**src/design/rv_consts.svh**
```systemverilog
/*
 * Core-wide constants for the single-cycle RV32I core
 * Data width, register count and reset fetch address
 */
`ifndef RV_CONSTS_SVH
`define RV_CONSTS_SVH

// Data and address width, one word
`define RV_XLEN 32

// Architectural integer registers, x0 included
`define RV_REG_COUNT 32

// First fetch address after reset
`define RV_RESET_PC 32'h0000_0000

`endif

```
**src/design/rv_isa_pkg.sv**
```systemverilog
/*
 * Instruction-level types of the RV32I core
 * Major opcodes and ALU operation codes
 */
package rv_isa_pkg;

    // Major opcodes, instr[6:0]
    typedef enum logic [6:0] {
        OP     = 7'b0110011,   // Register-register
        OP_IMM = 7'b0010011,   // Register-immediate
        LOAD   = 7'b0000011,
        STORE  = 7'b0100011,
        BRANCH = 7'b1100011,
        JAL    = 7'b1101111,
        JALR   = 7'b1100111,
        LUI    = 7'b0110111,
        AUIPC  = 7'b0010111
    } opcodeE;

    // ALU operations
    typedef enum logic [3:0] {
        ADD   = 4'b0000,
        SUB   = 4'b0001,
        SLL   = 4'b0010,
        SLT   = 4'b0011,   // Signed compare
        SLTU  = 4'b0100,   // Unsigned compare
        XOR   = 4'b0101,
        SRL   = 4'b0110,
        SRA   = 4'b0111,
        OR    = 4'b1000,
        AND   = 4'b1001,
        PASSB = 4'b1010,   // Operand b straight through, lui
        NONE  = 4'b1111    // Result forced to zero
    } aluOpE;

endpackage

```
**src/design/rv_ctrl_pkg.sv**
```systemverilog
/*
 * Datapath-control types of the RV32I core
 * Write-back source and memory access size
 */
package rv_ctrl_pkg;

    // Source of the register write-back value
    typedef enum logic [1:0] {
        ALU   = 2'b00,
        MEM   = 2'b01,   // Extended load data
        PC4   = 2'b10,   // Link value for jal and jalr
        PCIMM = 2'b11    // auipc
    } wbSelE;

    // Access size, value is byte count minus one
    typedef enum logic [1:0] {
        BYTE = 2'b00,
        HALF = 2'b01,
        WORD = 2'b11
    } dataLenE;

endpackage

```
**src/design/rvController.sv**
```systemverilog
/*
 * Instruction decoder of the single-cycle core
 * Maps opcode, func3 and func7 onto every datapath control
 */
`timescale 1ns/1ps

module rvController (
    input  logic [6:0]           opcode,
    input  logic [2:0]           func3,
    input  logic [6:0]           func7,
    output rv_ctrl_pkg::wbSelE   memToReg,
    output logic                 memWrite,
    output logic                 branch,
    output logic                 jump,
    output rv_isa_pkg::aluOpE    aluControl,
    output logic                 regWrite,
    output rv_ctrl_pkg::dataLenE dataLen,
    output logic                 dataSign,
    output logic                 aluSrc
);
    import rv_isa_pkg::*;
    import rv_ctrl_pkg::*;

    aluOpE aluFunc;   // Operation picked by func3 and func7

    // Function field decode shared by OP and OP_IMM
    always_comb begin
        case (func3)
            3'b000:  aluFunc = (opcode == OP && func7[5]) ? SUB : ADD;
            3'b001:  aluFunc = SLL;
            3'b010:  aluFunc = SLT;
            3'b011:  aluFunc = SLTU;
            3'b100:  aluFunc = XOR;
            3'b101:  aluFunc = func7[5] ? SRA : SRL;
            3'b110:  aluFunc = OR;
            default: aluFunc = AND;
        endcase
    end

    always_comb begin
        // Defaults describe an instruction with no effect
        memToReg   = ALU;
        memWrite   = 1'b0;
        branch     = 1'b0;
        jump       = 1'b0;
        aluControl = NONE;
        regWrite   = 1'b0;
        aluSrc     = 1'b0;

        case (opcode)
            OP: begin
                regWrite   = 1'b1;
                aluControl = aluFunc;
            end
            OP_IMM: begin
                regWrite   = 1'b1;
                aluSrc     = 1'b1;
                aluControl = aluFunc;
            end
            LOAD: begin
                regWrite   = 1'b1;
                memToReg   = MEM;
                aluSrc     = 1'b1;
                aluControl = ADD;   // Address rs1 + imm
            end
            STORE: begin
                memWrite   = 1'b1;
                aluSrc     = 1'b1;
                aluControl = ADD;
            end
            BRANCH: begin
                branch     = 1'b1;
                aluControl = SUB;   // Zero flag gives equality
            end
            JAL: begin
                jump     = 1'b1;
                regWrite = 1'b1;
                memToReg = PC4;
            end
            JALR: begin
                jump       = 1'b1;
                regWrite   = 1'b1;
                memToReg   = PC4;
                aluSrc     = 1'b1;
                aluControl = ADD;   // Target rs1 + imm
            end
            LUI: begin
                regWrite   = 1'b1;
                aluSrc     = 1'b1;
                aluControl = PASSB;
            end
            AUIPC: begin
                regWrite = 1'b1;
                memToReg = PCIMM;
            end
            default: ;   // Unknown opcode, no state change
        endcase
    end

    // Access size and signedness from func3
    always_comb begin
        case (func3[1:0])
            2'b00:   dataLen = BYTE;
            2'b01:   dataLen = HALF;
            default: dataLen = WORD;
        endcase
        dataSign = (opcode == LOAD) && !func3[2];   // lb, lh, lw
    end

endmodule

```
**src/design/rvAlu.sv**
```systemverilog
/*
 * Integer ALU
 * Add, subtract, logic, compare and shift on two words with a zero flag
 */
`timescale 1ns/1ps
`include "rv_consts.svh"

module rvAlu (
    input  logic [`RV_XLEN-1:0] a,
    input  logic [`RV_XLEN-1:0] b,
    input  rv_isa_pkg::aluOpE   op,
    output logic [`RV_XLEN-1:0] result,
    output logic                zero
);
    import rv_isa_pkg::*;

    logic [4:0] shamt;

    assign shamt = b[4:0];   // Only the low five bits shift

    always_comb begin
        case (op)
            ADD:     result = a + b;
            SUB:     result = a - b;
            SLL:     result = a << shamt;
            SLT:     result = {{(`RV_XLEN-1){1'b0}}, $signed(a) < $signed(b)};
            SLTU:    result = {{(`RV_XLEN-1){1'b0}}, a < b};
            XOR:     result = a ^ b;
            SRL:     result = a >> shamt;
            SRA:     result = $unsigned($signed(a) >>> shamt);
            OR:      result = a | b;
            AND:     result = a & b;
            PASSB:   result = b;
            default: result = '0;   // NONE
        endcase
    end

    assign zero = (result == '0);

endmodule

```
**src/design/rvImmGen.sv**
```systemverilog
/*
 * Immediate generator
 * Rebuilds the sign-extended I, S, B, U or J immediate from the opcode
 */
`timescale 1ns/1ps
`include "rv_consts.svh"

module rvImmGen (
    input  logic [`RV_XLEN-1:0] instr,
    output logic [`RV_XLEN-1:0] imm
);
    import rv_isa_pkg::*;

    always_comb begin
        case (instr[6:0])
            OP_IMM, LOAD, JALR:
                imm = {{20{instr[31]}}, instr[31:20]};
            STORE:
                imm = {{20{instr[31]}}, instr[31:25], instr[11:7]};
            BRANCH:   // Bit 0 always zero
                imm = {{19{instr[31]}}, instr[31], instr[7], instr[30:25],
                       instr[11:8], 1'b0};
            LUI, AUIPC:
                imm = {instr[31:12], 12'h000};
            JAL:
                imm = {{11{instr[31]}}, instr[31], instr[19:12], instr[20],
                       instr[30:21], 1'b0};
            default:
                imm = '0;   // OP and unknown opcodes
        endcase
    end

endmodule

```
**src/design/rvRegFile.sv**
```systemverilog
/*
 * Integer register file
 * Two combinational read ports, one write port on the clock edge, x0 reads zero
 */
`timescale 1ns/1ps
`include "rv_consts.svh"

module rvRegFile (
    input  logic                              clk,
    input  logic                              rstN,
    input  logic [$clog2(`RV_REG_COUNT)-1:0]  rs1,
    input  logic [$clog2(`RV_REG_COUNT)-1:0]  rs2,
    input  logic [$clog2(`RV_REG_COUNT)-1:0]  rd,
    input  logic [`RV_XLEN-1:0]               wdata,
    input  logic                              we,
    output logic [`RV_XLEN-1:0]               rdata1,
    output logic [`RV_XLEN-1:0]               rdata2
);
    logic [`RV_XLEN-1:0] regs [`RV_REG_COUNT];

    always_ff @(posedge clk or negedge rstN) begin
        if (!rstN) begin
            for (int i = 0; i < `RV_REG_COUNT; i++) begin
                regs[i] <= '0;
            end
        end else if (we && rd != '0) begin   // x0 never written
            regs[rd] <= wdata;
        end
    end

    // Same-cycle write not forwarded
    assign rdata1 = regs[rs1];
    assign rdata2 = regs[rs2];

endmodule

```
**src/design/rvLoadStore.sv**
```systemverilog
/*
 * Load and store lane handling
 * Store data replication and byte mask, load lane extraction and extension
 */
`timescale 1ns/1ps
`include "rv_consts.svh"

module rvLoadStore (
    input  logic [1:0]           addr,
    input  rv_ctrl_pkg::dataLenE dataLen,
    input  logic                 dataSign,
    input  logic                 memWrite,
    input  logic [`RV_XLEN-1:0]  storeData,
    input  logic [`RV_XLEN-1:0]  rdata,
    output logic [`RV_XLEN-1:0]  wdata,
    output logic [3:0]           wmask,
    output logic [`RV_XLEN-1:0]  loadData
);
    import rv_ctrl_pkg::*;

    logic [3:0]          laneMask;
    logic [`RV_XLEN-1:0] shifted;   // Addressed lane moved to bit 0

    // Store path
    always_comb begin
        case (dataLen)
            BYTE: begin
                wdata    = {4{storeData[7:0]}};
                laneMask = 4'b0001 << addr;
            end
            HALF: begin
                wdata    = {2{storeData[15:0]}};
                laneMask = 4'b0011 << {addr[1], 1'b0};
            end
            default: begin
                wdata    = storeData;
                laneMask = 4'b1111;
            end
        endcase
    end

    assign wmask = memWrite ? laneMask : 4'b0000;

    // Load path
    assign shifted = rdata >> {addr, 3'b000};

    always_comb begin
        case (dataLen)
            BYTE:    loadData = {{24{dataSign & shifted[7]}}, shifted[7:0]};
            HALF:    loadData = {{16{dataSign & shifted[15]}}, shifted[15:0]};
            default: loadData = rdata;
        endcase
    end

endmodule

```
**src/design/rvCore.sv**
```systemverilog
/*
 * Single-cycle RV32I core
 * PC register, next-PC selection, operand and write-back muxes around the datapath
 */
`timescale 1ns/1ps
`include "rv_consts.svh"

module rvCore (
    input  logic                clk,
    input  logic                rstN,
    input  logic [`RV_XLEN-1:0] instr,
    input  logic [`RV_XLEN-1:0] dataRdata,
    output logic [`RV_XLEN-1:0] pc,
    output logic [`RV_XLEN-1:0] dataAddr,
    output logic [`RV_XLEN-1:0] dataWdata,
    output logic [3:0]          dataWmask,
    output logic                dataWe
);
    import rv_isa_pkg::*;
    import rv_ctrl_pkg::*;

    wbSelE               memToReg;
    aluOpE               aluControl;
    dataLenE             dataLen;
    logic                memWrite;
    logic                branch;
    logic                jump;
    logic                regWrite;
    logic                dataSign;
    logic                aluSrc;
    logic [`RV_XLEN-1:0] imm;
    logic [`RV_XLEN-1:0] rdata1;
    logic [`RV_XLEN-1:0] rdata2;
    logic [`RV_XLEN-1:0] aluB;
    logic [`RV_XLEN-1:0] aluResult;
    logic                aluZero;
    logic [`RV_XLEN-1:0] loadData;
    logic [`RV_XLEN-1:0] wbData;
    logic [`RV_XLEN-1:0] pcPlus4;
    logic [`RV_XLEN-1:0] pcPlusImm;
    logic [`RV_XLEN-1:0] nextPc;
    logic                branchTaken;
    logic                isJalr;

    rvController controller_i (
        .opcode(instr[6:0]), .func3(instr[14:12]), .func7(instr[31:25]),
        .memToReg, .memWrite, .branch, .jump, .aluControl,
        .regWrite, .dataLen, .dataSign, .aluSrc
    );

    rvImmGen immGen_i (.instr, .imm);

    rvRegFile regFile_i (
        .clk, .rstN,
        .rs1(instr[19:15]), .rs2(instr[24:20]), .rd(instr[11:7]),
        .wdata(wbData), .we(regWrite),
        .rdata1, .rdata2
    );

    assign aluB = aluSrc ? imm : rdata2;

    rvAlu alu_i (.a(rdata1), .b(aluB), .op(aluControl), .result(aluResult), .zero(aluZero));

    rvLoadStore loadStore_i (
        .addr(aluResult[1:0]), .dataLen, .dataSign, .memWrite,
        .storeData(rdata2), .rdata(dataRdata),
        .wdata(dataWdata), .wmask(dataWmask), .loadData
    );

    assign dataAddr = aluResult;
    assign dataWe   = memWrite & rstN;   // No writes while in reset

    assign pcPlus4   = pc + 32'd4;
    assign pcPlusImm = pc + imm;

    // beq on func3 bit 0 clear, bne on set
    assign branchTaken = branch & (aluZero ^ instr[12]);
    assign isJalr      = jump & (instr[6:0] == JALR);

    always_comb begin
        if (isJalr) begin
            nextPc = {aluResult[`RV_XLEN-1:1], 1'b0};
        end else if (jump || branchTaken) begin
            nextPc = pcPlusImm;
        end else begin
            nextPc = pcPlus4;
        end
    end

    always_comb begin
        case (memToReg)
            MEM:     wbData = loadData;
            PC4:     wbData = pcPlus4;     // Link address
            PCIMM:   wbData = pcPlusImm;
            default: wbData = aluResult;
        endcase
    end

    always_ff @(posedge clk or negedge rstN) begin
        if (!rstN) begin
            pc <= `RV_RESET_PC;
        end else begin
            pc <= nextPc;
        end
    end

endmodule

```
**config.mk**
```make
export PLATFORM = sky130hd
export DESIGN_NAME = rvCore
export DESIGN_NICKNAME = d
export VERILOG_FILES = /design/src/design/rv_isa_pkg.sv /design/src/design/rv_ctrl_pkg.sv /design/src/design/rvController.sv /design/src/design/rvAlu.sv /design/src/design/rvImmGen.sv /design/src/design/rvRegFile.sv /design/src/design/rvLoadStore.sv /design/src/design/rvCore.sv
export VERILOG_INCLUDE_DIRS = /design/src /design/src/design
export SDC_FILE = /design/constraint.sdc
export NUM_CORES = 2
export LEC_CHECK = 0
export ABC_CLOCK_PERIOD_IN_PS = 9600
export BUFFER_PORTS_ARGS = -buffer_cell sky130_fd_sc_hd__buf_2
export CAP_MARGIN = 20
export CORE_MARGIN = 2
export CORE_UTILIZATION = 25
export CTS_CLUSTER_SIZE = 40
export DETAILED_ROUTE_END_ITERATION = 6
export HOLD_SLACK_MARGIN = 0.1
export PLACE_DENSITY = 0.46
export REMOVE_ABC_BUFFERS = 1
export SYNTH_ARGS = -nofsm -noshare
export SYNTH_HDL_FRONTEND = slang
export SYNTH_SLANG_ARGS = --single-unit
```
**constraint.sdc**
```tcl
create_clock -name clk -period 9.6 [get_ports clk]
set_input_delay 1.92 -clock clk [delete_from_list [all_inputs] [get_ports clk]]
set_output_delay 1.92 -clock clk [all_outputs]
set_load 0.01 [all_outputs]
```
== Word-level counts from Yosys, hierarchy flattened ==
Index checks and enable logic that the tools add are counted.
Storage, ports and cells
  word-level logic and storage cells: 140
  input bits: 66
  flip-flop bits (word level): 1056
  output and inout port bits: 101
Cells by class
  reductions and logical operators: 19
  equality and inequality tests: 30
  add/sub/neg operators: 4
  multiplexer cells: 30
  shift operators: 6
  $lt $le $gt $ge: 6
  bitwise operators: 12
Operators by type and width (count)
  bitwise mux 1024 bit: 1
  one-hot mux 32 bit (11 select lines): 1
  binary-select mux 32 bit (select 5 bit): 2
  two-way mux 32 bit: 8
  demux 32 bit (select 5 bit): 1
  one-hot mux 32 bit (5 select lines): 1
  one-hot mux 32 bit (2 select lines): 2
  one-hot mux 32 bit (3 select lines): 1
  adder 32 bit: 2
  less-than comparator 32 bit: 2
  adder 32 x 3 -> 32 bit, second input constant: 1
  bitwise AND 32 bit: 1
  zero test 32 bit: 1
  bitwise OR 32 bit: 1
  left shift 32 x 5 -> 32 bit: 1
  right shift 32 x 5 -> 16 bit: 1
  right shift 32 x 5 -> 32 bit: 1
  >>> shifter 32 x 5 -> 32 bit: 1
  subtractor 32 bit: 1
  bitwise XOR 32 bit: 1
  one-hot mux 4 bit (7 select lines): 1
  equality test 7 x 6 -> 1 bit, second input constant: 3
  equality test 7 bit, second input constant: 3
  >= comparator 6 bit, second input constant: 3
  other kinds (34): 66

== Depth between registers and ports, before layout ==
  depth in word-level cells: 13
  gate-level depth with buffers: 37
  gate-level depth less buffers: 27

== Cells and area by module ==
From an unflattened synthesis, not the netlist that was laid out.
Second synthesis, totals
  cells, all modules: 6932
  area, all modules: 72918.7 sq um
Modules (own cells, without submodules)
  rvRegFile: cells each 4601, seq. area each 25624.6 sq um, area each 55942.4 sq um, times used 1
  rvAlu: cells each 1438, seq. area each 0.0 sq um, area each 9907.0 sq um, times used 1
  rvCore: cells each 556, seq. area each 800.8 sq um, area each 4889.7 sq um, times used 1
  rvLoadStore: cells each 204, seq. area each 0.0 sq um, area each 1315.0 sq um, times used 1
  rvImmGen: cells each 79, seq. area each 0.0 sq um, area each 546.8 sq um, times used 1
  rvController: cells each 54, seq. area each 0.0 sq um, area each 317.8 sq um, times used 1

== Worst setup path before layout ==
OpenSTA, ideal clock, no wires.
  path kind: input to output
  start: in instr[20]
  end: out dataWmask[1]
  buffers on the path: 11
  stages: 28
  path slack: -0.703 ns
  required time: 7.680 ns
  data arrival time: 8.383 ns
  cell sequence: buf_6 > buf_8 > buf_6 > buf_4 > buf_4 > clkbuf_1 > buf_1 > buf_1 > mux4_2 > mux4_2 > mux2i_1 > nand2_1 > o21a_1 > ha_1 > clkbuf_1 > nor3_1 > nand4b_1 > a211oi_1 > o31ai_1 > o21a_1 > nor2_1 > o211ai_1 > o32ai_1 > o311ai_4 > buf_2 > clkbuf_1 > o21ai_0 > nor2_1
On the way
  cells in the longest elaborated chain, start to end: 10
  elaborated cells on any way between the ends: 21
  classes of those cells: add/sub: 2; order compare: 2; shift: 5; mux: 8; bitwise: 4
Ends and longest elaborated chain
  start: declaration: RTL line rvCore.sv:11  | input logic [`RV_XLEN-1:0] instr,
  inverter 5 -> 6 bit (implied by the code): RTL line rvRegFile.sv:33  | assign rdata2 = regs[rs2];
  binary-select mux 32 bit (select 5 bit): RTL line rvRegFile.sv:33
  two-way mux 32 bit (implied by the code) (2 in a row): RTL line rvRegFile.sv:33
  two-way mux 32 bit (*): RTL line rvCore.sv:60  | assign aluB = aluSrc ? imm : rdata2;
  subtractor 32 bit, or another cell as far along: RTL line rvAlu.sv:24  | SUB: result = a - b;
  one-hot mux 32 bit (11 select lines) (*): RTL line rvAlu.sv:22  | case (op)
  via dataAddr[0]: RTL line rvCore.sv:14  | output logic [`RV_XLEN-1:0] dataAddr,
  left shift 1 x 2 -> 4 bit (*): RTL line rvLoadStore.sv:29  | laneMask = 4'b0001 << addr;
  one-hot mux 4 bit (2 select lines) (*): RTL line rvLoadStore.sv:26  | case (dataLen)
  two-way mux 4 bit (*): RTL line rvLoadStore.sv:42  | assign wmask = memWrite ? laneMask : 4'b0000;
  end: declaration: RTL line rvCore.sv:16  | output logic [3:0] dataWmask,
Mark *: on every way through the listed nets, which the timed path passes. The rest lies on a longest branch. The select of a mux whose other input is x is not followed.

== Final worst setup path ==
  start: in instr[15]
  end: out dataWmask[3]
On the way
  cells in the longest elaborated chain, start to end: 9
  elaborated cells on any way between the ends: 21
  classes of those cells: add/sub: 2; order compare: 2; shift: 5; mux: 8; bitwise: 4
Ends and longest elaborated chain
  inverter 5 -> 6 bit (implied by the code): RTL line rvRegFile.sv:32  | assign rdata1 = regs[rs1];
  binary-select mux 32 bit (select 5 bit): RTL line rvRegFile.sv:32
  two-way mux 32 bit (implied by the code) (2 in a row): RTL line rvRegFile.sv:32
  subtractor 32 bit, or another cell as far along: RTL line rvAlu.sv:24
  one-hot mux 32 bit (11 select lines) (*): RTL line rvAlu.sv:22
  left shift 2 x 2 -> 4 bit / left shift 1 x 2 -> 4 bit (equally long branches): RTL line rvLoadStore.sv:33, rvLoadStore.sv:29
  one-hot mux 4 bit (2 select lines) (*): RTL line rvLoadStore.sv:26
  two-way mux 4 bit (*): RTL line rvLoadStore.sv:42
Mark *: on every way between the ends. The rest lies on a longest branch, timed or not. The select of a mux whose other input is x is not followed.

==> key figures <==
Drt
  • Total Routed Length: ~340000 um
  • Initial DRC Count: 6887
  • WL per Instance: a little over 30 um
  • Routed vias/inst: 5.57
  • DRT Pass-1 Iters: 7
  • Final ANT Viol Nets: 0
  • DRC viols: 38
  • Vias: about 60000

Yosys
  • Mux share of post-synthesis cell area: 21.1%
  • Register area share after synthesis: between 30% and 40%
  • Top-area cell type share of the netlist area: 38.8%
  • Syn avg cell area: 9.52 um2
  • Top post-synthesis cells by area: dfrtp_1, mux4_2, o21ai_0
  • Post-Synth Simple-Gate Area: between 10 and 15%
  • Largest family of logic cells by synthesized area: multiplexers
  • Synth Area in XOR/XNOR: between 1 and 1.5%
  • EDFF count, synth: 0
  • Mapped cell area: between 0.06 and 0.07 mm2
  • Yosys warns: 0
  • Synth cell types: around 110
  • Yosys top cell by area: dfrtp_1
  • Synth Area in Adders: 2.49%
  • FF+latch count, synth: around 1100
  • Ys flop type: dfrtp_1
  • Post-synth ARST share: 100%
  • Synth Instances: 7161
  • Synth Area in Compound Gates: a little under a fifth

STA
  • Final Cycle Share: 99.3%
  • Max Slew Vio Count: 0
  • Post-layout minimum cycle time: 9.53 ns
  • Setup skew after layout: 0.0605 ns
  • Fmax: 105 MHz
  • Setup_tns: 0 ns
  • Relative slew slack: between 15 and 20%
  • Final hold violations: 0
  • Least-Margin Pin Slew: ~1.2 ns
  • Final setup violation count: 0
  • RSZ-0062 raised after global routing: yes

Power
  • Power per cell area: around 150 mW/mm2
  • Tot Pwr: 12.3 mW
  • IR drop worst, VDD: around 0.00013 V
  • Lkg Pwr: 35.1 nW

Clock tree
  • CTS root buf: clkbuf_16
  • H-tree depth: 4
  • Clock tree sinks: between 1000 and 1500
  • Hold-fix buffers, CTS: 0
  • CTS Buf Count: 130
  • CTS tree: built
  • Clock latency on the worst-skew pair: 0.84 ns
  • Clk buf depth: 3
  • Clock transition at the registers of the reported paths: about 0.050 ns

GRT
  • Vias in the first global route: between 60000 and 70000
  • Global-route wire length before repair: 475000 um
  • Largest net degree at the start of global routing: 193
  • Number of antenna violations at the first check in global routing: 17
  • Gr usage total: a little under a quarter
  • Total grt overflow: 0

Worst setup path
  • Cell mode on critical path: buf_4
  • CP Depth: 28
  • CP peak stage delay: about 0.40 ns
  • Worst EP arrival: between 7 and 8 ns
  • Crit path kind: input port to output pin
  • WP buf/inv: 11
  • CP required: approximately 7.7 ns
  • Max stage delay cell, worst path: or3_1
  • Crit. End Element: output pin
  • Family with the most delay on the worst path: buffers and inverters
  • Crit Path Max Fanout: 22
  • CP Launch Type: input port
  • Reg2Reg Depth: 28

Place
  • Placer congestion estimate: about 1
  • I/O Buffers: about 170
  • Hpwl dp: between 200000 and 250000 um

Floorplanning
  • I/O Pins: 167
  • Starting Density: about a quarter
  • Die height: roughly 530 um
  • Die W: 526 um
  • Core Area: approximately 0.27 mm2
  • Row count: ~190
  • Die ar.: around 0.28 mm2

Finish
  • FILL cells: approximately 28000
  • Area of the multi-input gates: between 0.03 and 0.04 mm2
  • Area Growth Syn to Fin: 19.4%
  • Layout cells sized above 1: between 20 and 25%
  • FF+latch area: 0.0264 mm2
  • Final nets: ~7600

Job
  • Max-cap violations: 0

Status
  • Status: complete, but fails checks
  • Failing checks: DRC

Min path
  • Worst Hold Depth: 0
  • Worst Hold Class: register to register
registers in the layout (all words and copies together), names as in the netlist:
signal and flops:
pc 32, regFile_i.regs 1024
final cells by class:
class	count	area share (%)
inverter	139	0.647
clock inverter	54	0.813
sequential	1056	32.5
clock buffer	175	4.49
multi-input combinational	5280	47.8
timing repair buffer	809	8.28
tap	3570	5.49
antenna	9	0.0277
cells in the final DEF (no fill, tap or decap), types with 66 or more instances in the layout:
master and instances:
o21ai_0 1085, buf_2 159, nor2_1 249, nand3_1 153
mux4_2 374, a22oi_1 212, buf_12 66, ha_1 131
inv_1 130, dfrtp_1 1056, nand2_1 1223, buf_4 562
clkbuf_16 132, mux2i_1 520, a21oi_1 228
per-stage QoR:
stage,util [%],hold slack [ns],std cells,setup slack (ns),area [um2]
final,30.0,0.400,11100,0.0682,81400
after global routing,30.0,0.416,11100,-0.0268,81400
after CTS,29.9,0.401,11100,-0.0115,81000
after detailed placement,28.2,0.387,10800,-0.733,76500
after global placement,28.2,0.381,10800,-0.771,76500
after floorplan,-,0.366,6475,-1.09,65100
cells by family (layout without fill, tap and decap cells):
logic type               Yosys count  in the layout
AO/OA/AOI/OAI                   2113           2113
AND/OR/NAND/NOR                 1998           1998
flip-flops                      1056           1056
multiplexers                     957            957
buffers and inverters            825           1177
adder cells (fa/ha/maj)          134            134
XOR/XNOR                          78             78
other                              0              9
power breakdown:
| part | internal [mW] | switching [mW] | leakage [nW] |
|---|---|---|---|
| clock | 2.91 | 2.16 | 2.12 |
| combinational | 0.904 | 1.62 | 18.3 |
| sequential | 4.54 | 0.150 | 14.7 |
| total | 8.36 | 3.93 | 35.1 |
timing repair:
| action | 4_1_cts | 5_1_grt |
|---|---|---|
| cloned | 1 | 1 |
| pin swaps | 6 | 8 |
| resized for setup | 24 | 38 |
| setup buffers | 3 | 16 |
| setup endpoints to repair | 18 | 41 |
worst reg2reg max path: cells and delay by family (launching register included):
family,cells,cell delay (ns)
buffers and inverters,6,1.40
adders and majority gates,1,0.44
and+or+nand+nor,5,1.25
DFF,1,0.39
muxes,3,1.07
xor gates and xnor gates,1,0.15
AOI/OAI and AO/OA,12,3.16
final timing paths:
check	slack [ns]	to	startpoint
setup / recovery	0.07	dataWmask[3]	instr[15]
hold / removal	0.40	regFile_i.regs[1019]	regFile_i.regs[1019]
setup reg to reg	1.59	pc[28]	regFile_i.regs[769]
hold reg to reg	0.40	regFile_i.regs[1019]	regFile_i.regs[1019]
max in group asynchronous	5.50	regFile_i.regs[154]	rstN
min in group asynchronous	1.07	regFile_i.regs[176]	rstN
synthesized netlist by cell type (all sizes together), types with 16 or more instances:
cell type	count
nor4	18
o21ai	1153
xor2	28
nor2b	37
a221oi	27
nand3	155
and3	21
or3	21
mux2	57
nor3	71
ha	131
dfrtp	1056
nor2	260
a21oi	234
nand2b	30
o221ai	32
inv	138
mux2i	526
or2	28
xnor2	50
a21o	43
a31oi	22
o21a	38
nand2	1256
and2	17
mux4	374
o22ai	30
a211oi	68
buf	183
nor3b	16
nand4	40
a22oi	215
clkbuf	503
a2111oi	16
o211ai	59
routing by layer:
| layer | vias to the layer above | global-route usage, % | share of wire (%) |
|---|---|---|---|
| met5 | - | 0 | 0.011 |
| met4 | 6 | 9.23 | 4.3 |
| met3 | 578 | 4.20 | 7.4 |
| met2 | 2857 | 37.0 | 45 |
| met1 | 31700 | 32.4 | 43 |
| li1 | 26700 | - | - |
(Power assumes the default switching activity.)
